File: src/include/control_unit_macros.svh
`ifndef CONTROL_UNIT_MACROS_SVH
`define CONTROL_UNIT_MACROS_SVH

// Field and select widths
`define OPCODE_W   7
`define CLASS_W    4
`define SRC_W      3
`define ADDR_SEL_W 2
`define ALUOP_W    2
`define WB_SRC_W   3
`define STATE_W    6

// RV32 major opcodes
`define OP_LOAD   7'b0000011
`define OP_STORE  7'b0100011
`define OP_RTYPE  7'b0110011
`define OP_ITYPE  7'b0010011
`define OP_JAL    7'b1101111
`define OP_JALR   7'b1100111
`define OP_BRANCH 7'b1100011
`define OP_AUIPC  7'b0010111
`define OP_LUI    7'b0110111
`define OP_SYSTEM 7'b1110011

// Instruction classes from the opcode decoder
`define CLS_LOAD    4'd0
`define CLS_STORE   4'd1
`define CLS_ALU_R   4'd2
`define CLS_ALU_I   4'd3
`define CLS_JAL     4'd4
`define CLS_JALR    4'd5
`define CLS_BRANCH  4'd6
`define CLS_AUIPC   4'd7
`define CLS_LUI     4'd8
`define CLS_CSR     4'd9
`define CLS_MDU     4'd10
`define CLS_ILLEGAL 4'd15

// ALU operand selects
`define SRC_A_PC     3'b000
`define SRC_A_RS1    3'b001
`define SRC_A_OLD_PC 3'b010
`define SRC_A_ZERO   3'b011
`define SRC_B_RS2    3'b000
`define SRC_B_FOUR   3'b001
`define SRC_B_IMM    3'b010

// Memory address source and write-back source
`define ADDR_PC  2'b00
`define ADDR_ALU 2'b01
`define WB_ALU   3'b000
`define WB_MEM   3'b001
`define WB_CSR   3'b010
`define WB_MDU   3'b111

// ALU operation family, refined by funct3/funct7 in the ALU control
`define ALUOP_ADD    2'b00
`define ALUOP_BRANCH 2'b01
`define ALUOP_FUNCT  2'b10

`endif

File: src/design/control_unit_pkg.sv
`include "control_unit_macros.svh"

package control_unit_pkg;

    typedef logic [`OPCODE_W-1:0]   opcode_t;
    typedef logic [`CLASS_W-1:0]    instr_class_t;
    typedef logic [`SRC_W-1:0]      alu_src_t;
    typedef logic [`ADDR_SEL_W-1:0] addr_sel_t;
    typedef logic [`ALUOP_W-1:0]    aluop_t;
    typedef logic [`WB_SRC_W-1:0]   wb_src_t;

    // Encodings kept from the full core so waveforms line up
    typedef enum logic [`STATE_W-1:0] {
        FETCH          = 6'd0,
        DECODE         = 6'd1,
        MEMADR         = 6'd2,
        MEMREAD        = 6'd3,
        MEMWB          = 6'd4,
        MEMWRITE       = 6'd5,
        EXECUTER       = 6'd6,
        ALUWB          = 6'd7,
        EXECUTEI       = 6'd8,
        JAL            = 6'd9,
        BRANCH         = 6'd10,
        JALR           = 6'd11,
        AUIPC          = 6'd12,
        LUI            = 6'd13,
        JALR_PC        = 6'd14,
        EXECUTECSR     = 6'd15,
        VALIDATE_FETCH = 6'd46,
        EXECUTE_MDU    = 6'd47,
        MDU_WAIT       = 6'd48,
        MDU_WB         = 6'd49
    } ctrl_state_t;

endpackage

File: src/design/state_sequencer.sv
`timescale 1ns/10ps
`include "control_unit_macros.svh"

module state_sequencer (
    input  logic                           clk,
    input  logic                           reset,
    input  control_unit_pkg::instr_class_t instr_class,
    input  logic                           memory_response,
    input  logic                           mdu_done,
    output control_unit_pkg::ctrl_state_t  state
);

    import control_unit_pkg::*;

    ctrl_state_t next_state;

    always_ff @(posedge clk) begin
        if (reset) begin
            state <= FETCH;
        end else begin
            state <= next_state;
        end
    end

    always_comb begin
        next_state = FETCH;
        case (state)
            FETCH: begin
                next_state = memory_response ? VALIDATE_FETCH : FETCH;
            end
            VALIDATE_FETCH: begin
                next_state = DECODE; // IR is loaded at the end of this cycle
            end
            DECODE: begin
                case (instr_class)
                    `CLS_LOAD,
                    `CLS_STORE: begin
                        next_state = MEMADR;
                    end
                    `CLS_ALU_R: begin
                        next_state = EXECUTER;
                    end
                    `CLS_ALU_I: begin
                        next_state = EXECUTEI;
                    end
                    `CLS_JAL: begin
                        next_state = JAL;
                    end
                    `CLS_JALR: begin
                        next_state = JALR_PC;
                    end
                    `CLS_BRANCH: begin
                        next_state = BRANCH;
                    end
                    `CLS_AUIPC: begin
                        next_state = AUIPC;
                    end
                    `CLS_LUI: begin
                        next_state = LUI;
                    end
                    `CLS_CSR: begin
                        next_state = EXECUTECSR;
                    end
                    `CLS_MDU: begin
                        next_state = EXECUTE_MDU;
                    end
                    default: begin
                        next_state = FETCH; // Illegal opcodes are dropped
                    end
                endcase
            end
            MEMADR: begin
                next_state = (instr_class == `CLS_LOAD) ? MEMREAD : MEMWRITE;
            end
            MEMREAD: begin
                next_state = memory_response ? MEMWB : MEMREAD;
            end
            MEMWRITE: begin
                next_state = memory_response ? FETCH : MEMWRITE;
            end
            EXECUTER,
            EXECUTEI,
            JAL,
            JALR,
            AUIPC,
            LUI: begin
                next_state = ALUWB;
            end
            JALR_PC: begin
                next_state = JALR;
            end
            EXECUTE_MDU: begin
                next_state = MDU_WAIT;
            end
            MDU_WAIT: begin
                next_state = mdu_done ? MDU_WB : MDU_WAIT;
            end
            default: begin
                next_state = FETCH; // MEMWB, ALUWB, BRANCH, EXECUTECSR, MDU_WB
            end
        endcase
    end

    // The MDU is only waited on after a start pulse was issued
    mdu_wait_entry: assert property (@(posedge clk) disable iff (reset)
        (state == MDU_WAIT) |-> $past(state == EXECUTE_MDU || state == MDU_WAIT))
        else $error("MDU_WAIT entered without EXECUTE_MDU");

    // The IR must only be loaded once the fetch has been answered
    fetch_validated: assert property (@(posedge clk) disable iff (reset)
        (state == VALIDATE_FETCH) |-> $past(state == FETCH && memory_response))
        else $error("VALIDATE_FETCH without a memory response");

endmodule

File: config.mk
export PLATFORM = sky130hd
export DESIGN_NAME = state_sequencer
export DESIGN_NICKNAME = d
export VERILOG_FILES = /design/src/design/control_unit_pkg.sv /design/src/design/state_sequencer.sv
export VERILOG_INCLUDE_DIRS = /design/src /design/src/include
export SDC_FILE = /design/constraint.sdc
export NUM_CORES = 1
export LEC_CHECK = 0
export BUFFER_PORTS_ARGS = -buffer_cell sky130_fd_sc_hd__buf_2
export CAP_MARGIN = 20
export CORE_MARGIN = 4
export CORE_UTILIZATION = 45
export CTS_CLUSTER_SIZE = 12
export DETAILED_ROUTE_END_ITERATION = 7
export PLACE_DENSITY = 0.7
export REMOVE_ABC_BUFFERS = 1
export SYNTH_ARGS = -nofsm -noshare
export SYNTH_HDL_FRONTEND = slang
export SYNTH_SLANG_ARGS = --single-unit
export TNS_END_PERCENT = 1
File: constraint.sdc
create_clock -name clk -period 1.4 [get_ports clk]
set_input_delay 0.35 -clock clk [delete_from_list [all_inputs] [get_ports clk]]
set_output_delay 0.35 -clock clk [all_outputs]
set_load 0.005 [all_outputs]
After elaboration in Yosys (flattened, before gate mapping)
Memories as Yosys holds them, arrays and structs flattened.
Index checks and enable logic that the tools add are counted.

storage, ports and cells
  memories = 1
  bits in registers = 6
  bits in read-only memories = 80
  logic and storage cells = 25

memories
  memory           depth  width  read ports  clocked after Yosys merged registers in  write ports  RTL line               text
  (no name shown)  16     5      1           0                                        0            state_sequencer.sv:35  case (instr_class)

cells by class
  multiplexer cells = 6
  reductions and logical operators = 3
  eq/ne operators = 14

operators with widths
  operator              number
  $pmux W6 S10          1
  $eq A6 B4 Y1 const B  6
  $eq A6 B6 Y1 const B  3
  $eq A6 B2 Y1 const B  2
  $eq A6 B3 Y1 const B  2
  $mux W3               3
  $eq A6 B1 Y1 const B  1
  $logic_not A6 Y1      1
  $mux W6               1
  $reduce_or A6 Y1      1
  $logic_not A4 Y1      1
  $mux W1               1

Longest topological paths before layout
  depth in word-level cells = 3
  gate-level depth with buffers = 6
  mapped depth without buffers = 6

Least setup slack after synthesis
No wires, ideal clock.

  path type = input -> register
  start point = in instr_class[0]
  end point = reg state[2]
  path slack = -43 ps
  data arrival time = 1369 ps
  stages on the path = 5
  path through = ha_1 > nor3b_1 > a211oi_1 > or3_1 > a31oi_1

on the way
  longest elaborated chain between the ends = 3
  elaborated cells between the ends (all ways) = 4

ends and longest elaborated chain
  what                                                    RTL line               text
  from (decl)                                             state_sequencer.sv:7   input control_unit_pkg::instr_class_t instr_class,
  branches (longest 2 deep; another with $mem_v2 Z16 W5)  n/a
  $pmux W6 S10 (*)                                        state_sequencer.sv:27  case (state)
  to (signal assigned)                                    state_sequencer.sv:21  state <= next_state;
  to (decl)                                               state_sequencer.sv:10  output control_unit_pkg::ctrl_state_t state

Every way passes the cells marked *.
A chain may end at the register's enable or synchronous reset.

Worst setup path after layout
  start point = reg state[3]
  end point = reg state[2]

on the way
  longest elaborated chain between the ends = 3
  elaborated cells between the ends (all ways) = 17

ends and longest elaborated chain
  what                                          RTL line
  $eq A6 B3 Y1 or $eq A6 B4 Y1 (tied branches)  state_sequencer.sv:27
  $reduce_or A6 Y1                              state_sequencer.sv:27
  $pmux W6 S10 (*)                              state_sequencer.sv:27

Mark *: on every way between the ends. The rest lies on a longest branch, timed or not.

==> results.md <==
* Xor and xnor area share after synthesis at 0
* Post-synth EDFFs at 0
* Net count, final at 141
* Worst relative slew slack at 0.845
* Seq/Total Area, Yosys at 0.178
* Post-synthesis async set-or-reset flop share at 0
* Leading area contributor after synthesis: dfxtp_1
* RSZ-0062 raised after global routing: yes
* Final Hold Fails at 0
* Max rail drop VDD at 1050 µV
* Post-Route Skew at 0.0132 ns
* Fillers at 110
* Failing checks: negative setup slack
* CTS tree: built
* Adder-cell area share of the yosys netlist at 0.0556
* Leak at 0.000456 µW
* Core Footprint at 1350 µm²
* Rows at 13
* Status: finished, violations left
* Mapped Area at 676 µm²
* DR vias at 876
* Vias in the first global route at 760
* 1st-pass router iterations at 4
* Top-area cell type share of the netlist area at 0.178
* First-pass GRT wire length at 3330 µm
* Most frequent cells in the layout: 27 x buf_4, 14 x buf_2, 7 x inv_1
* Layout cells sized above 1 at 0.492
* Crit-path max FO at 5
* Final setup margin at -0.0160 ns
* H-tree depth at 1
* CTS sink cnt at 6
* Area of the die at 2190 µm²
* Yosys reg bits at 6
* Crit path from: state[3]$_SDFF_PP0_
* Via-to-Cell Ratio at 6.13
* Hold_buf cts at 0
* R2r startpoint: state[3]$_SDFF_PP0_
* Root Driver: clkbuf_4
* Max-cap violations at 0
* Final period util at 1.01
* PortBufs at 13
* Type of the tightest min-delay check: primary input to flip-flop
* WP data required at 1.58 ns
* I/O pins at 14
* Post-Syn Instances at 87
* Initial antenna violation count at 0
* Die Ht at 46.8 µm
* Die W at 46.8 µm
* Setup_tns at -0.0302 ns
* Pin count of the biggest net entering global routing at 10
* Most common cell after layout, fill and taps aside: buf_4
* CP startpoint kind: flip-flop
* Minimum clock period at 1.42 ns
* Clock transition at path regs at 0.05 ns
* Final Max Slew Viols at 0
* Min-delay src: mdu_done
* Num CTS Buffers at 3
* CTS Buffer Depth at 2
* PD cells at 1810 nW/µm²
* Post-synth cell types at 38
* Synth Area in Compound Gates at 0.317
* Clk_lat worst skew at 0.26 ns
* Max reg flops at 6
* Routed WL at 2230 µm
* Worst Max-Slew Pin Slew at 0.232 ns
* Reg-to-reg slack, setup at -0.02 ns
* Remaining antenna violation count at 0
* Synth-to-Final Area Change at 50.9%
* Simple-Gate Fraction of Synth Area at 0.330
* Initial Util at 0.500
* Largest family of logic cells by synthesized area: simple AND/OR/NAND/NOR gates
* Fmax achieved at 706 MHz
* Crit. End Element: flip-flop
* Wire per inst at 15.6 µm
* Grt ovf at 0
* Hold_ws at 0.388 ns
* Final setup vio count at 3
* # diodes at 0
* Setup Crit Path Kind: flip-flop to flip-flop
* Main synth FF type: dfxtp_1
* Place WS at -0.319 ns
* Post-route DRC at 0
* Reg with most FFs: state
* Regs by FF count: state x6
* Dominant cells by area after synthesis: dfxtp_1 18%, ha_1 5.6%, a21oi_1 5.2%
* Dpl hpwl at 1580 µm
* Synth Warn # at 0
* WP data arrival at 1.60 ns
* Drt initial violations at 25
* Mean Syn Cell Area at 7.77 µm²
* Mux contribution to synthesized area at 0.0167
* Gr usage total at 0.221
* Gpl congestion at 0.873
## report_power, final
group	internal, µW	total, µW	leakage, µW	switching [µW]
registers	257	387	0.0000528	130
logic	714	1290	0.000390	572
clock network	97.7	171	0.0000138	72.9
total	1070	1840	0.000456	775
## metal layers
metal	vias to the layer above	track usage	part of all wire
met4	0	0.160	0.033
met5	-	0	0
met2	35	0.343	0.47
met3	12	0.0575	0.057
li1	415	-	-
met1	414	0.263	0.44
## cell type report
| cell class | instances | area, µm² | area share |
|---|---|---|---|
| Timing Repair Buffer | 44 | 307 | 0.301 |
| Tap cell | 15 | 18.8 | 0.0184 |
| Clock buffer | 3 | 22.5 | 0.0221 |
| Sequential cell | 6 | 138 | 0.135 |
| Inverter | 7 | 26.3 | 0.0258 |
| Multi-Input combinational cell | 68 | 508 | 0.498 |
## path summary, 6_finish.rpt
check                              to  depth (start not counted)
setup / recovery  state[2]$_SDFF_PP0_                          5
setup reg to reg  state[2]$_SDFF_PP0_                          5
hold reg to reg   state[0]$_SDFF_PP0_                          2
hold / removal    state[0]$_SDFF_PP0_                          3
## synth_stat cells, types with 2 or more instances
cell type / count
o32a_1: 2
nand3b_1: 2
a31oi_1: 4
dfxtp_1: 6
buf_2: 2
nand4_1: 2
buf_4: 3
nor3b_1: 4
nor2_1: 5
nand2b_1: 2
inv_1: 7
and2_1: 2
a2111o_1: 2
ha_1: 3
nand2_1: 3
o211ai_1: 3
a211o_1: 2
nand3_1: 3
and4bb_2: 2
o21ai_0: 4
a21oi_1: 7
## kinds of logic after synthesis
| kind of cell | Yosys count |
|---|---|
| buffers and inverters | 13 |
| and+or+nand+nor | 34 |
| AOI/OAI and AO/OA | 30 |
| adders and majority gates | 3 |
| muxes | 1 |
| DFF | 6 |
## per-stage QoR
step                      power (µW)  area (µm²)  utilization  std cells
after floorplan                  865         632            -         81
after global placement          1380         911        0.675        135
after detailed placement        1420         911        0.675        135
after CTS                       1610         948        0.703        138
after global routing            1970        1020        0.755        143
final                           1840        1020        0.755        143
## what timing repair did
action | CTS | global route
setup endpoints to repair | 7 | 6
pin swaps | 1 | 3
resized for setup | 8 | 11
setup buffers | 0 | 4
gates cloned | 0 | 1
## worst max-delay path, stage by stage (launching register included)
cell and delay [ns]:
dfxtp_4 0.37, buf_6 0.13, nor2_1 0.07, nand2_1 0.09
or4_4 0.51, a31oi_1 0.16
Note: power is estimated with default switching activity, not from simulation.
