File: config.mk
export PLATFORM = sky130hd
export DESIGN_NAME = control_encoder
export DESIGN_NICKNAME = d
export VERILOG_FILES = /design/src/design/control_unit_pkg.sv /design/src/design/control_encoder.sv
export VERILOG_INCLUDE_DIRS = /design/src /design/src/include
export SDC_FILE = /design/constraint.sdc
export NUM_CORES = 1
export LEC_CHECK = 0
export BUFFER_PORTS_ARGS = -buffer_cell sky130_fd_sc_hd__buf_2
export CORE_AREA = 2 2 39 41
export DETAILED_ROUTE_END_ITERATION = 16
export DIE_AREA = 0 0 41 43
export GPL_TIMING_DRIVEN = 0
export SYNTH_ARGS = -nofsm -noshare
export SYNTH_HDL_FRONTEND = slang
export SYNTH_SLANG_ARGS = --single-unit
File: constraint.sdc
create_clock -name vclk -period 1.3
set_clock_uncertainty 0.2 [all_clocks]
set_input_delay 0.13 -clock vclk [all_inputs]
set_output_delay 0.13 -clock vclk [all_outputs]
set_load 0.02 [all_outputs]
File: src/include/control_unit_macros.svh
`ifndef CONTROL_UNIT_MACROS_SVH
`define CONTROL_UNIT_MACROS_SVH

// Field and select widths
`define OPCODE_W   7
`define CLASS_W    4
`define SRC_W      3
`define ADDR_SEL_W 2
`define ALUOP_W    2
`define WB_SRC_W   3
`define STATE_W    6

// RV32 major opcodes
`define OP_LOAD   7'b0000011
`define OP_STORE  7'b0100011
`define OP_RTYPE  7'b0110011
`define OP_ITYPE  7'b0010011
`define OP_JAL    7'b1101111
`define OP_JALR   7'b1100111
`define OP_BRANCH 7'b1100011
`define OP_AUIPC  7'b0010111
`define OP_LUI    7'b0110111
`define OP_SYSTEM 7'b1110011

// Instruction classes from the opcode decoder
`define CLS_LOAD    4'd0
`define CLS_STORE   4'd1
`define CLS_ALU_R   4'd2
`define CLS_ALU_I   4'd3
`define CLS_JAL     4'd4
`define CLS_JALR    4'd5
`define CLS_BRANCH  4'd6
`define CLS_AUIPC   4'd7
`define CLS_LUI     4'd8
`define CLS_CSR     4'd9
`define CLS_MDU     4'd10
`define CLS_ILLEGAL 4'd15

// ALU operand selects
`define SRC_A_PC     3'b000
`define SRC_A_RS1    3'b001
`define SRC_A_OLD_PC 3'b010
`define SRC_A_ZERO   3'b011
`define SRC_B_RS2    3'b000
`define SRC_B_FOUR   3'b001
`define SRC_B_IMM    3'b010

// Memory address source and write-back source
`define ADDR_PC  2'b00
`define ADDR_ALU 2'b01
`define WB_ALU   3'b000
`define WB_MEM   3'b001
`define WB_CSR   3'b010
`define WB_MDU   3'b111

// ALU operation family, refined by funct3/funct7 in the ALU control
`define ALUOP_ADD    2'b00
`define ALUOP_BRANCH 2'b01
`define ALUOP_FUNCT  2'b10

`endif

File: src/design/control_unit_pkg.sv
`include "control_unit_macros.svh"

package control_unit_pkg;

    typedef logic [`OPCODE_W-1:0]   opcode_t;
    typedef logic [`CLASS_W-1:0]    instr_class_t;
    typedef logic [`SRC_W-1:0]      alu_src_t;
    typedef logic [`ADDR_SEL_W-1:0] addr_sel_t;
    typedef logic [`ALUOP_W-1:0]    aluop_t;
    typedef logic [`WB_SRC_W-1:0]   wb_src_t;

    // Encodings kept from the full core so waveforms line up
    typedef enum logic [`STATE_W-1:0] {
        FETCH          = 6'd0,
        DECODE         = 6'd1,
        MEMADR         = 6'd2,
        MEMREAD        = 6'd3,
        MEMWB          = 6'd4,
        MEMWRITE       = 6'd5,
        EXECUTER       = 6'd6,
        ALUWB          = 6'd7,
        EXECUTEI       = 6'd8,
        JAL            = 6'd9,
        BRANCH         = 6'd10,
        JALR           = 6'd11,
        AUIPC          = 6'd12,
        LUI            = 6'd13,
        JALR_PC        = 6'd14,
        EXECUTECSR     = 6'd15,
        VALIDATE_FETCH = 6'd46,
        EXECUTE_MDU    = 6'd47,
        MDU_WAIT       = 6'd48,
        MDU_WB         = 6'd49
    } ctrl_state_t;

endpackage

File: src/design/control_encoder.sv
`timescale 1ns/10ps
`include "control_unit_macros.svh"

module control_encoder (
    input  control_unit_pkg::ctrl_state_t state,
    output logic                          pc_write,
    output logic                          pc_write_cond,
    output logic                          pc_source,
    output logic                          ir_write,
    output logic                          reg_write,
    output logic                          memory_read,
    output logic                          memory_write,
    output logic                          is_immediate,
    output logic                          csr_write_enable,
    output logic                          save_address,
    output logic                          mdu_start,
    output control_unit_pkg::addr_sel_t   lord,
    output control_unit_pkg::aluop_t      aluop,
    output control_unit_pkg::alu_src_t    alu_src_a,
    output control_unit_pkg::alu_src_t    alu_src_b,
    output control_unit_pkg::wb_src_t     memory_to_reg
);

    import control_unit_pkg::*;

    always_comb begin
        pc_write         = 1'b0;
        pc_write_cond    = 1'b0;
        pc_source        = 1'b0;
        ir_write         = 1'b0;
        reg_write        = 1'b0;
        memory_read      = 1'b0;
        memory_write     = 1'b0;
        is_immediate     = 1'b0;
        csr_write_enable = 1'b0;
        save_address     = 1'b0;
        mdu_start        = 1'b0;
        lord             = `ADDR_PC;
        aluop            = `ALUOP_ADD;
        alu_src_a        = `SRC_A_PC;
        alu_src_b        = `SRC_B_RS2;
        memory_to_reg    = `WB_ALU;
        case (state)
            FETCH: begin
                memory_read = 1'b1;
            end
            VALIDATE_FETCH: begin
                memory_read = 1'b1;
                ir_write    = 1'b1;
                pc_write    = 1'b1; // PC + 4 goes to the PC with the IR load
                alu_src_b   = `SRC_B_FOUR;
            end
            DECODE: begin
                alu_src_a = `SRC_A_OLD_PC; // Branch and JAL target ahead of time
                alu_src_b = `SRC_B_IMM;
            end
            MEMADR: begin
                alu_src_a    = `SRC_A_RS1;
                alu_src_b    = `SRC_B_IMM;
                save_address = 1'b1;
            end
            MEMREAD: begin
                memory_read = 1'b1;
                lord        = `ADDR_ALU;
            end
            MEMWRITE: begin
                memory_write = 1'b1;
                lord         = `ADDR_ALU;
            end
            MEMWB: begin
                reg_write     = 1'b1;
                memory_to_reg = `WB_MEM;
            end
            EXECUTER: begin
                alu_src_a = `SRC_A_RS1;
                aluop     = `ALUOP_FUNCT;
            end
            EXECUTEI: begin
                alu_src_a    = `SRC_A_RS1;
                alu_src_b    = `SRC_B_IMM;
                aluop        = `ALUOP_FUNCT;
                is_immediate = 1'b1;
            end
            ALUWB: begin
                reg_write = 1'b1;
            end
            JAL: begin
                alu_src_a = `SRC_A_OLD_PC; // Link value is old PC + 4
                alu_src_b = `SRC_B_FOUR;
                pc_write  = 1'b1;
                pc_source = 1'b1;
            end
            BRANCH: begin
                alu_src_a     = `SRC_A_RS1;
                aluop         = `ALUOP_BRANCH;
                pc_write_cond = 1'b1;
                pc_source     = 1'b1;
            end
            JALR_PC: begin
                alu_src_a = `SRC_A_RS1; // rs1 + imm lands in ALUOut first
                alu_src_b = `SRC_B_IMM;
            end
            JALR: begin
                alu_src_a    = `SRC_A_OLD_PC;
                alu_src_b    = `SRC_B_FOUR;
                pc_write     = 1'b1;
                pc_source    = 1'b1;
                is_immediate = 1'b1;
            end
            AUIPC: begin
                alu_src_a = `SRC_A_OLD_PC;
                alu_src_b = `SRC_B_IMM;
            end
            LUI: begin
                alu_src_a = `SRC_A_ZERO;
                alu_src_b = `SRC_B_IMM;
            end
            EXECUTECSR: begin
                reg_write        = 1'b1;
                memory_to_reg    = `WB_CSR;
                csr_write_enable = 1'b1;
            end
            EXECUTE_MDU: begin
                alu_src_a = `SRC_A_RS1;
                mdu_start = 1'b1;
            end
            MDU_WAIT: begin
                alu_src_a = `SRC_A_RS1; // Operands stay on the bus until done
            end
            MDU_WB: begin
                reg_write     = 1'b1;
                memory_to_reg = `WB_MDU;
            end
            default: begin
            end
        endcase
    end

    always_comb begin
        mem_rw_exclusive: assert (!(memory_read && memory_write))
            else $error("Read and write strobes both active in state %s", state.name());
        ir_load_moves_pc: assert (!ir_write || pc_write)
            else $error("IR loaded without a PC update");
    end

endmodule

## After elaboration in Yosys (flattened, before gate mapping)

Cells that the tools add are included.

| word-level totals | value |
|---|---|
| flip-flop bits (word level) | 0 |
| latch bits | 0 |
| RAM bits | 0 |
| memory bits (read-only) | 0 |
| input port bits | 6 |
| output and inout bits | 24 |
| logic and storage cells | 46 |
| memories kept | 0 |

| operators by class | value |
|---|---|
| add/sub/neg operators | 0 |
| $mul | 0 |
| divide/modulo/power cells | 0 |
| order comparisons | 0 |
| equality and inequality tests | 19 |
| shifts and indexed selects | 0 |
| multiplexer cells | 16 |
| bitwise operators | 0 |
| reduce and logical (&&, ||, !) cells | 11 |

Operators by type and width:

| operator | number |
|---|---|
| == test 6 x 4 -> 1 bit (second input constant) | 8 |
| == test 6 x 3 -> 1 bit (second input constant) | 4 |
| == test 6 bit (second input constant) | 4 |
| == test 6 x 2 -> 1 bit (second input constant) | 2 |
| 2-to-1 mux 1 bit | 12 |
| case mux 3 bit (3 select lines) | 1 |
| OR reduction 3 bit | 3 |
| case mux 2 bit (2 select lines) | 2 |
| OR reduction 4 bit | 2 |
| OR reduction 7 bit | 1 |
| == test 6 x 1 -> 1 bit (second input constant) | 1 |
| zero test 6 bit | 1 |
| case mux 2 bit (3 select lines) | 1 |
| OR reduction 2 bit | 3 |
| OR reduction 6 bit | 1 |

## Depth between registers and ports, before layout

Gate-level depths: netlist of run 1.

| logic depth | value |
|---|---|
| depth after elaboration | 3 |
| gate-level depth with buffers | 5 |
| mapped depth without buffers | 3 |

## Least setup slack after synthesis of run 1

No wires, ideal clock.

| timing | value |
|---|---|
| path type | input -> output |
| start point | input state[5] |
| end point | output reg_write |
| arrival time | 1.426 ns |
| required time | 0.970 ns |
| path slack | -0.456 ns |
| cell stages on the path | 4 |
| path buffers | 1 |
| cell sequence | buf_2 > nand2_1 > nor4_1 > a31o_1 |

| on the way | value |
|---|---|
| longest elaborated chain between the ends | 3 |
| elaborated cells between the ends (all ways) | 6 |
| those cells by class | eq/ne (4); mux (1); reduce/logical (1) |

Ends and longest elaborated chain:

| what | line | text |
|---|---|---|
| start: declaration | control_encoder.sv:5 | `input control_unit_pkg::ctrl_state_t state,` |
| == test 6 bit, or another cell as far along | control_encoder.sv:43 | `case (state)` |
| OR reduction 4 bit (no source line) * | -- |  |
| 2-to-1 mux 1 bit * | control_encoder.sv:43 |  |
| end: declaration | control_encoder.sv:10 | `output logic reg_write,` |

Mark *: on every way between the ends. The rest lies on a longest branch, timed or not.

## Worst setup path after layout of run 1

| timing | value |
|---|---|
| start point | input state[2] |
| end point | output alu_src_a[0] |

| on the way | value |
|---|---|
| longest elaborated chain between the ends | 3 |
| elaborated cells between the ends (all ways) | 15 |
| those cells by class | eq/ne (12); mux (1); reduce/logical (2) |

Ends and longest elaborated chain:

| what | line | text |
|---|---|---|
| == test 6 x 4 -> 1 bit, or another cell as far along | control_encoder.sv:43 |  |
| OR reduction 7 bit (no source line) or OR reduction 4 bit (tied branches) | -- |  |
| case mux 2 bit (3 select lines) * | control_encoder.sv:43 |  |
| end: declaration | control_encoder.sv:19 | `output control_unit_pkg::alu_src_t alu_src_a,` |

Marks and branches as above.

==> impl_metrics.ini, run 1 <==
[global_route]
grt_pass1_vias = 558
overflow = 0
grt_max_degree = 11
gr-usage-all-layers = 0.193
grt_pass1_wl_mm = 2.49
antenna_found_initial = 0

[timing]
finalCritPeriodShare = 1.13
hold_viol_final = 0
setup_viol_count_final = 15
timing.final.crit_period_ns = 1.47
slew_viol_final = 0
fmax_ghz = 0.682
setup_slack_ns = -0.167
rsz0062_at_grt = yes
whs_ns = 0.383

[power_and_ir_drop]
ir_drop_uv = 191
p_total_mw = 0.330
seqPwrFrac = 0
p_sw_mw = 0.159
pwr-share-comb = 1.000
p_per_area_nw_per_um2 = 294
netSwitchingFraction = 0.483
pwr-share-clk = 0
power.leakage_nw = 0.494
intPower_mw = 0.171

[yosys]
synth.cell_area_sq_um = 423
syn_area_per_cell_sq_um = 5.87
synth_warnings = 0
synth_area_leaders = buf_4 (11%), nor2b_1 (8.9%), nor2_1 (7.1%)
yosysTopAreaCell = buf_4
synthCells = 72
yosys.cell_types.count = 28
yosysSeqAreaShare = 0
synth_top_area_share = 0.107

[setup_path]
cp.required_ns = 0.97
arrival_ns = 1.14
cp-start-kind = input pin
worst_setup_path_end_kind = output pin
crit_type = in2out
cp_max_fo = 3

[floorplanning]
coreArea_sq_um = 1380
dieHeight_um = 43
start_util = 0.306
num_rows = 14
num_io_pins = 30
die_x_um = 41
die_area_sq_um = 1760

[placed_design]
detailedPlacementHpwl_um = 989
port_buffers = 25
placedCellCount = 115
place.gp.congestion = 0.788

[routing]
num_vias = 689
routedWlPerCell_um = 14.9
ant_nets = 0
viasPerCell = 5.38
wl_mm = 1.91
dr.first_iter.drc_count = 18
firstDrtPassIters = 4
remaining_drc_errors = 0

[run]
drv_cap = 0

[finish]
finalNonFillerCells = 128
n_antenna_cell = 0
final_layout_size_suffix_gt1_frac = 0.750
syn_to_final_growth_pct = 165
seq_cell_count = 0
ff_latch_area_sq_um = 0
clkbuf_count = 0
nets = 120

[outcome]
outcome = complete, but fails checks
violations = negative setup slack

[min_path]
worstHoldPathType = in2out

[cts]
ctsHoldBuffers = 0
critical path: stages:
cell      delay, ns
buf_6          0.10
or3_4          0.39
o32a_1         0.30
o211ai_2       0.07
buf_6          0.14
cell usage after synthesis:
| cell | instances |
|---|---|
| a21boi_1 | 1 |
| nand2b_1 | 3 |
| nand2_1 | 5 |
| nand4b_1 | 1 |
| nand4_1 | 2 |
| or3_1 | 3 |
| or2_1 | 2 |
| buf_4 | 6 |
| a31oi_1 | 1 |
| or4_1 | 1 |
| nor3_1 | 4 |
| a21oi_1 | 4 |
| a32oi_1 | 1 |
| clkbuf_1 | 1 |
| xor2_1 | 1 |
| nor2_1 | 8 |
| buf_2 | 5 |
| o21ai_0 | 3 |
| nor4_1 | 3 |
| inv_1 | 1 |
| a31o_1 | 1 |
| nor2b_1 | 6 |
| o211ai_2 | 1 |
| o21ai_1 | 1 |
| nand3_1 | 1 |
| o32a_1 | 1 |
| nor3b_1 | 4 |
| conb_1 | 1 |
cells by family after synthesis:
logic type / count (synthesis) / share of synthesized area
AOI/OAI and AO/OA: 14 / 0.222
and+or+nand+nor: 43 / 0.565
buffers and inverters: 13 / 0.183
xor gates and xnor gates: 1 / 0.0207
other: 1 / 0.00887
timing repair:
action | in CTS | in global routing
gates cloned | 1 | 1
setup endpoints to repair | 17 | 18
resized for setup | 49 | 32
pin swaps | 9 | 14
setup buffers | 6 | 5
power by group through the flow:
stage	Sequential [mW]	Clock [mW]	Combinational, mW
finish	0	0	0.330
global route	0	0	0.347
CTS	0	0	0.261
detailed placement	0	0	0.183
global placement	0	0	0.183
floorplan	0	0	0.143
metrics by stage:
stage	utilization	setup WS [ns]	TNS [ns]	area, sq um
floorplan	-	-0.109	-0.329	542
global placement	0.496	-0.289	-2.30	687
detailed placement	0.496	-0.286	-2.32	687
CTS	0.681	-0.156	-0.846	942
global route	0.810	-0.189	-1.69	1120
finish	0.810	-0.167	-1.03	1120
layout make-up:
| class | instances | area (sq um) |
|---|---|---|
| timing repair buffer | 38 | 389 |
| multi-input combinational | 61 | 576 |
| fill | 83 | 263 |
| buffer | 12 | 133 |
| tap | 16 | 20.0 |
| inverter | 1 | 3.75 |
cells in the final DEF (no fill, tap or decap), types with 2 or more instances in the layout:
master and count:
a21oi_1 2, buf_12 2, buf_2 6, buf_4 19, buf_6 15, buf_8 5
conb_1 3, nand2_1 4, nand2b_4 2, nand4_1 2, nor2_1 3, nor2_4 4
nor2b_4 4, nor3_2 3, nor3b_2 3, nor4_2 2, o21ai_0 2, or2_4 2
or3_1 2
layer usage:
metal  GRT usage  share of wire  vias to the layer above
li1            -              -                      332
met1       0.301           0.44                      321
met2       0.297           0.48                       32
met3     0.00524          0.061                        4
met4      0.0133          0.016                        0
met5           0              0                        -
worst paths after layout:
check / start / to / slack (ns) / cells after the start
worst max-delay path: state[2] / alu_src_a[0] / -0.17 / 5
worst min-delay path: state[4] / memory_read / 0.38 / 3
(Power assumes the default switching activity.)
==> run 2, diff against run 1 <==
--- a/config.mk
+++ b/config.mk
@@ -11,6 +11,7 @@
 export DETAILED_ROUTE_END_ITERATION = 16
 export DIE_AREA = 0 0 41 43
 export GPL_TIMING_DRIVEN = 0
+export SKIP_LAST_GASP = 1
 export SYNTH_ARGS = -nofsm -noshare
 export SYNTH_HDL_FRONTEND = slang
 export SYNTH_SLANG_ARGS = --single-unit
==> constraint.sdc (replaced) <==
create_clock -name vclk -period 1.3
set_clock_uncertainty 0.2 [all_clocks]
set_input_delay 0.13 -clock vclk [all_inputs]
set_output_delay 0.13 -clock vclk [all_outputs]
set_load 0.005 [all_outputs]
==> impl_metrics.ini, run 2 (synthesis gave the netlist of run 1 again) <==
[outcome]
outcome = complete, but fails checks
violations = negative setup slack

[floorplanning]
num_io_pins = 30
die_x_um = 41
start_util = 0.306
num_rows = 14
dieHeight_um = 43
coreArea_sq_um = 1380
die_area_sq_um = 1760

[timing]
rsz0062_at_grt = yes
hold_viol_final = 0
setup_slack_ns = -0.131
finalCritPeriodShare = 1.10
fmax_ghz = 0.699
finalSetupTns_ns = -0.568
setup_viol_count_final = 11
slew_viol_final = 0
timing.final.crit_period_ns = 1.43

[setup_path]
crit_type = in2out
critPathMaxStageDelay_ns = 0.38
worst_setup_path_end_kind = output pin
cp.required_ns = 0.97
cp-start-kind = input pin
cp_max_fo = 3
cp_slowest_cell = or3_4
crit_chain = buf_6 -> or3_4 -> o32a_1 -> o211ai_2 -> buf_2
arrival_ns = 1.10

[routing]
num_vias = 612
routedWlPerCell_um = 11.6
firstDrtPassIters = 6
remaining_drc_errors = 0
wl_mm = 1.38
ant_nets = 0
dr.first_iter.drc_count = 6
viasPerCell = 5.14

[placed_design]
port_buffers = 25
detailedPlacementHpwl_um = 973
place.gp.congestion = 0.843
place_area_sq_um = 576

[power_and_ir_drop]
power.leakage_nw = 0.332
ir_drop_uv = 151
intPower_mw = 0.0838
seqPwrFrac = 0
netSwitchingFraction = 0.515
pwr-share-comb = 1.000
pwr-share-clk = 0
p_per_area_nw_per_um2 = 249
p_sw_mw = 0.0888

[finish]
nets = 111
ff_latch_area_sq_um = 0
final_layout_size_suffix_gt1_frac = 0.505
final_area_sq_um = 693
clkbuf_count = 0
seq_cell_count = 0
syn_to_final_growth_pct = 63.9
final_common_cell = buf_2
n_antenna_cell = 0
fill_cells = 151
final_cell_mix = buf_2 (24), buf_4 (10), buf_6 (7)

[global_route]
grt_pass1_vias = 508
overflow = 0
gr-usage-all-layers = 0.167
grt_max_degree = 11
antenna_found_initial = 0
grt_pass1_wl_mm = 2.18

[run]
drv_cap = 0

[min_path]
worstHoldPathType = in2out
-- run 2: changes by cell type in the layout (fill, tap and decap cells not counted), moves of 3 or more --
cell / change
nor2b_1: +3
nor3b_1: +3
nor2_1: +3
nor2_4: -4
buf_6: -8
buf_2: +18
buf_4: -9
buf_8: -5
nor2b_4: -4
-- run 2: area by class of cell --
type,count,area (sq um),area share
buffer,12,93.8,0.135
inverter,1,3.75,0.00542
multi-input combinational,61,395,0.570
timing repair buffer,29,180,0.260
tap,16,20.0,0.0289
-- run 2: metal layers --
metal	wire (um)	up-vias	GRT usage
li1	-	310	-
met1	604	284	0.239
met2	707	18	0.284
met3	70	0	0.00524
met4	0	0	0
met5	0	-	0
-- run 2: metrics by stage --
step           cells  hold slack (ns)  power [mW]  setup slack [ns]  utilization
2_1_floorplan     74            0.196      0.0946            0.0145            -
3_3_place_gp     115            0.398       0.132            -0.248        0.416
3_5_place_dp     115            0.394       0.134            -0.225        0.416
4_1_cts          119            0.399       0.165            -0.117        0.486
5_1_grt          119            0.424       0.188            -0.152        0.501
6_report         119            0.398       0.173            -0.131        0.501
-- run 2: timing repair --
action,CTS,global route
pin swaps,8,1
resized for setup,18,6
setup buffers,4,0
hold buffers,0,0
endpoints found under the hold margin,0,0
setup endpoints to repair,16,18
-- run 2: path summary, 6_finish.rpt --
path / slack (ns) / startpoint / cells after the start / end
worst max-delay path: -0.13 / state[2] / 5 / alu_src_a[0]
worst min-delay path: 0.40 / state[2] / 4 / memory_read
-- run 2: critical path, delay by kind of cell --
kind	cells	cell delay, ns
AOI/OAI and AO/OA	2	0.36
buffers and inverters	2	0.22
and+or+nand+nor	1	0.38
-- run 2: power groups by stage --
stage	registers, mW	clock network (mW)	logic, mW
after detailed placement	0	0	0.134
after CTS	0	0	0.165
final	0	0	0.173
after global placement	0	0	0.132
after floorplan	0	0	0.0946
after global routing	0	0	0.188
==> run 3, diff against run 2 <==
--- a/config.mk
+++ b/config.mk
@@ -7,9 +7,9 @@
 export NUM_CORES = 1
 export LEC_CHECK = 0
 export BUFFER_PORTS_ARGS = -buffer_cell sky130_fd_sc_hd__buf_2
-export CORE_AREA = 2 2 39 41
+export CORE_AREA = 4 4 41 43
 export DETAILED_ROUTE_END_ITERATION = 16
-export DIE_AREA = 0 0 41 43
+export DIE_AREA = 0 0 45 47
 export GPL_TIMING_DRIVEN = 0
 export SKIP_LAST_GASP = 1
 export SYNTH_ARGS = -nofsm -noshare
==> impl_metrics.ini, run 3 (synthesis gave the netlist of run 1 again) <==
[finish]
seq_cell_count = 0
clkbuf_count = 0
final_core_util = 0.524
final_cell_mix = buf_2 (24), buf_4 (8), nor2_1 (7)
syn_to_final_growth_pct = 61.2
ff_latch_area_sq_um = 0
nets = 109
n_antenna_cell = 0
final_layout_size_suffix_gt1_frac = 0.485
finalNonFillerCells = 116
final_common_cell = buf_2

[timing]
fmax_ghz = 0.706
hold_viol_final = 0
finalCritPeriodShare = 1.09
slew_viol_final = 0
setup_slack_ns = -0.117
setup_viol_count_final = 10
rsz0062_at_grt = yes
timing.final.crit_period_ns = 1.42

[routing]
viasPerCell = 5.02
remaining_drc_errors = 0
ant_nets = 0
wl_mm = 1.36
routedWlPerCell_um = 11.7
dr.first_iter.drc_count = 12
firstDrtPassIters = 4
num_vias = 582

[global_route]
grt_pass1_vias = 479
antenna_found_initial = 0
gr-usage-all-layers = 0.120
grt_pass1_wl_mm = 2.04
overflow = 0
grt_max_degree = 11

[floorplanning]
coreArea_sq_um = 1300
die_area_sq_um = 2120
num_rows = 13
num_io_pins = 30
die_x_um = 45
dieHeight_um = 47
start_util = 0.325

[run]
drv_cap = 0

[placed_design]
detailedPlacementHpwl_mm = 1.02
preCtsSetupSlack_ns = -0.261
port_buffers = 25
place.gp.congestion = 0.771
placedCellCount = 114

[min_path]
min-delay-start = state[1]
min_path_cells = 4
whs_endpoint = pc_source
worstHoldPathType = in2out

[power_and_ir_drop]
p_per_area_nw_per_um2 = 255
ir_drop_uv = 132
p_sw_mw = 0.0884
netSwitchingFraction = 0.508
intPower_mw = 0.0855
pwr-share-clk = 0
seqPwrFrac = 0
power.leakage_nw = 0.335
pwr-share-comb = 1.000

[setup_path]
arrival_ns = 1.09
cp_max_fo = 2
crit_type = in2out
cp-start-kind = input pin
critPathLaunch = state[3]
worst_setup_path_end_kind = output pin
cp.required_ns = 0.97

[cts]
ctsHoldBuffers = 0

[outcome]
violations = negative setup slack
outcome = complete, but fails checks
==> run 3: critical path, stage by stage <==
cell and delay (ns):
buf_6 0.09, or3_4 0.37, o32a_1 0.30, o211ai_2 0.06
buf_2 0.13
==> run 3: power by group through the flow <==
stage                     clock network (mW)  logic (mW)  registers, mW
after global routing                       0       0.190              0
final                                      0       0.174              0
after floorplan                            0      0.0946              0
after global placement                     0       0.133              0
after CTS                                  0       0.159              0
after detailed placement                   0       0.134              0
==> run 3: layout make-up <==
cell class	count	area, sq um
Buffer	12	104
Fill cell	142	619
Inverter	1	3.75
Multi-Input combinational cell	61	397
Tap cell	15	18.8
Timing Repair Buffer	27	159
==> run 3: worst max path at each step <==
stage,endpoint,slack [ns],cells past startpoint
after global routing,alu_src_a[0],-0.17,5
after CTS,alu_src_a[0],-0.12,5
after global placement,alu_src_a[0],-0.27,6
after floorplan,memory_read,0.01,3
after detailed placement,alu_src_a[0],-0.26,6
final,alu_src_a[0],-0.12,5
==> run 3: timing repair <==
item                                    CTS  global route
endpoints found under the setup margin   16            18
setup buffers                             2             0
resized for setup                        18            10
pin swaps                                 8             1
==> run 3: per-layer routing <==
metal  vias to the layer above  global-route usage  part of all wire
met2                        23               0.220              0.51
met4                         0                   0                 0
met5                         -                   0                 0
met3                         0             0.00383             0.076
met1                       255               0.164              0.42
li1                        304                   -                 -
==> run 3: stage by stage <==
stage | TNS (ns) | hold WS [ns] | power (mW) | cell area, sq um
floorplan | 0 | 0.196 | 0.0946 | 430
global placement | -2.07 | 0.396 | 0.133 | 574
detailed placement | -2.07 | 0.395 | 0.134 | 574
CTS | -0.473 | 0.387 | 0.159 | 646
global route | -1.21 | 0.433 | 0.190 | 682
finish | -0.436 | 0.388 | 0.174 | 682
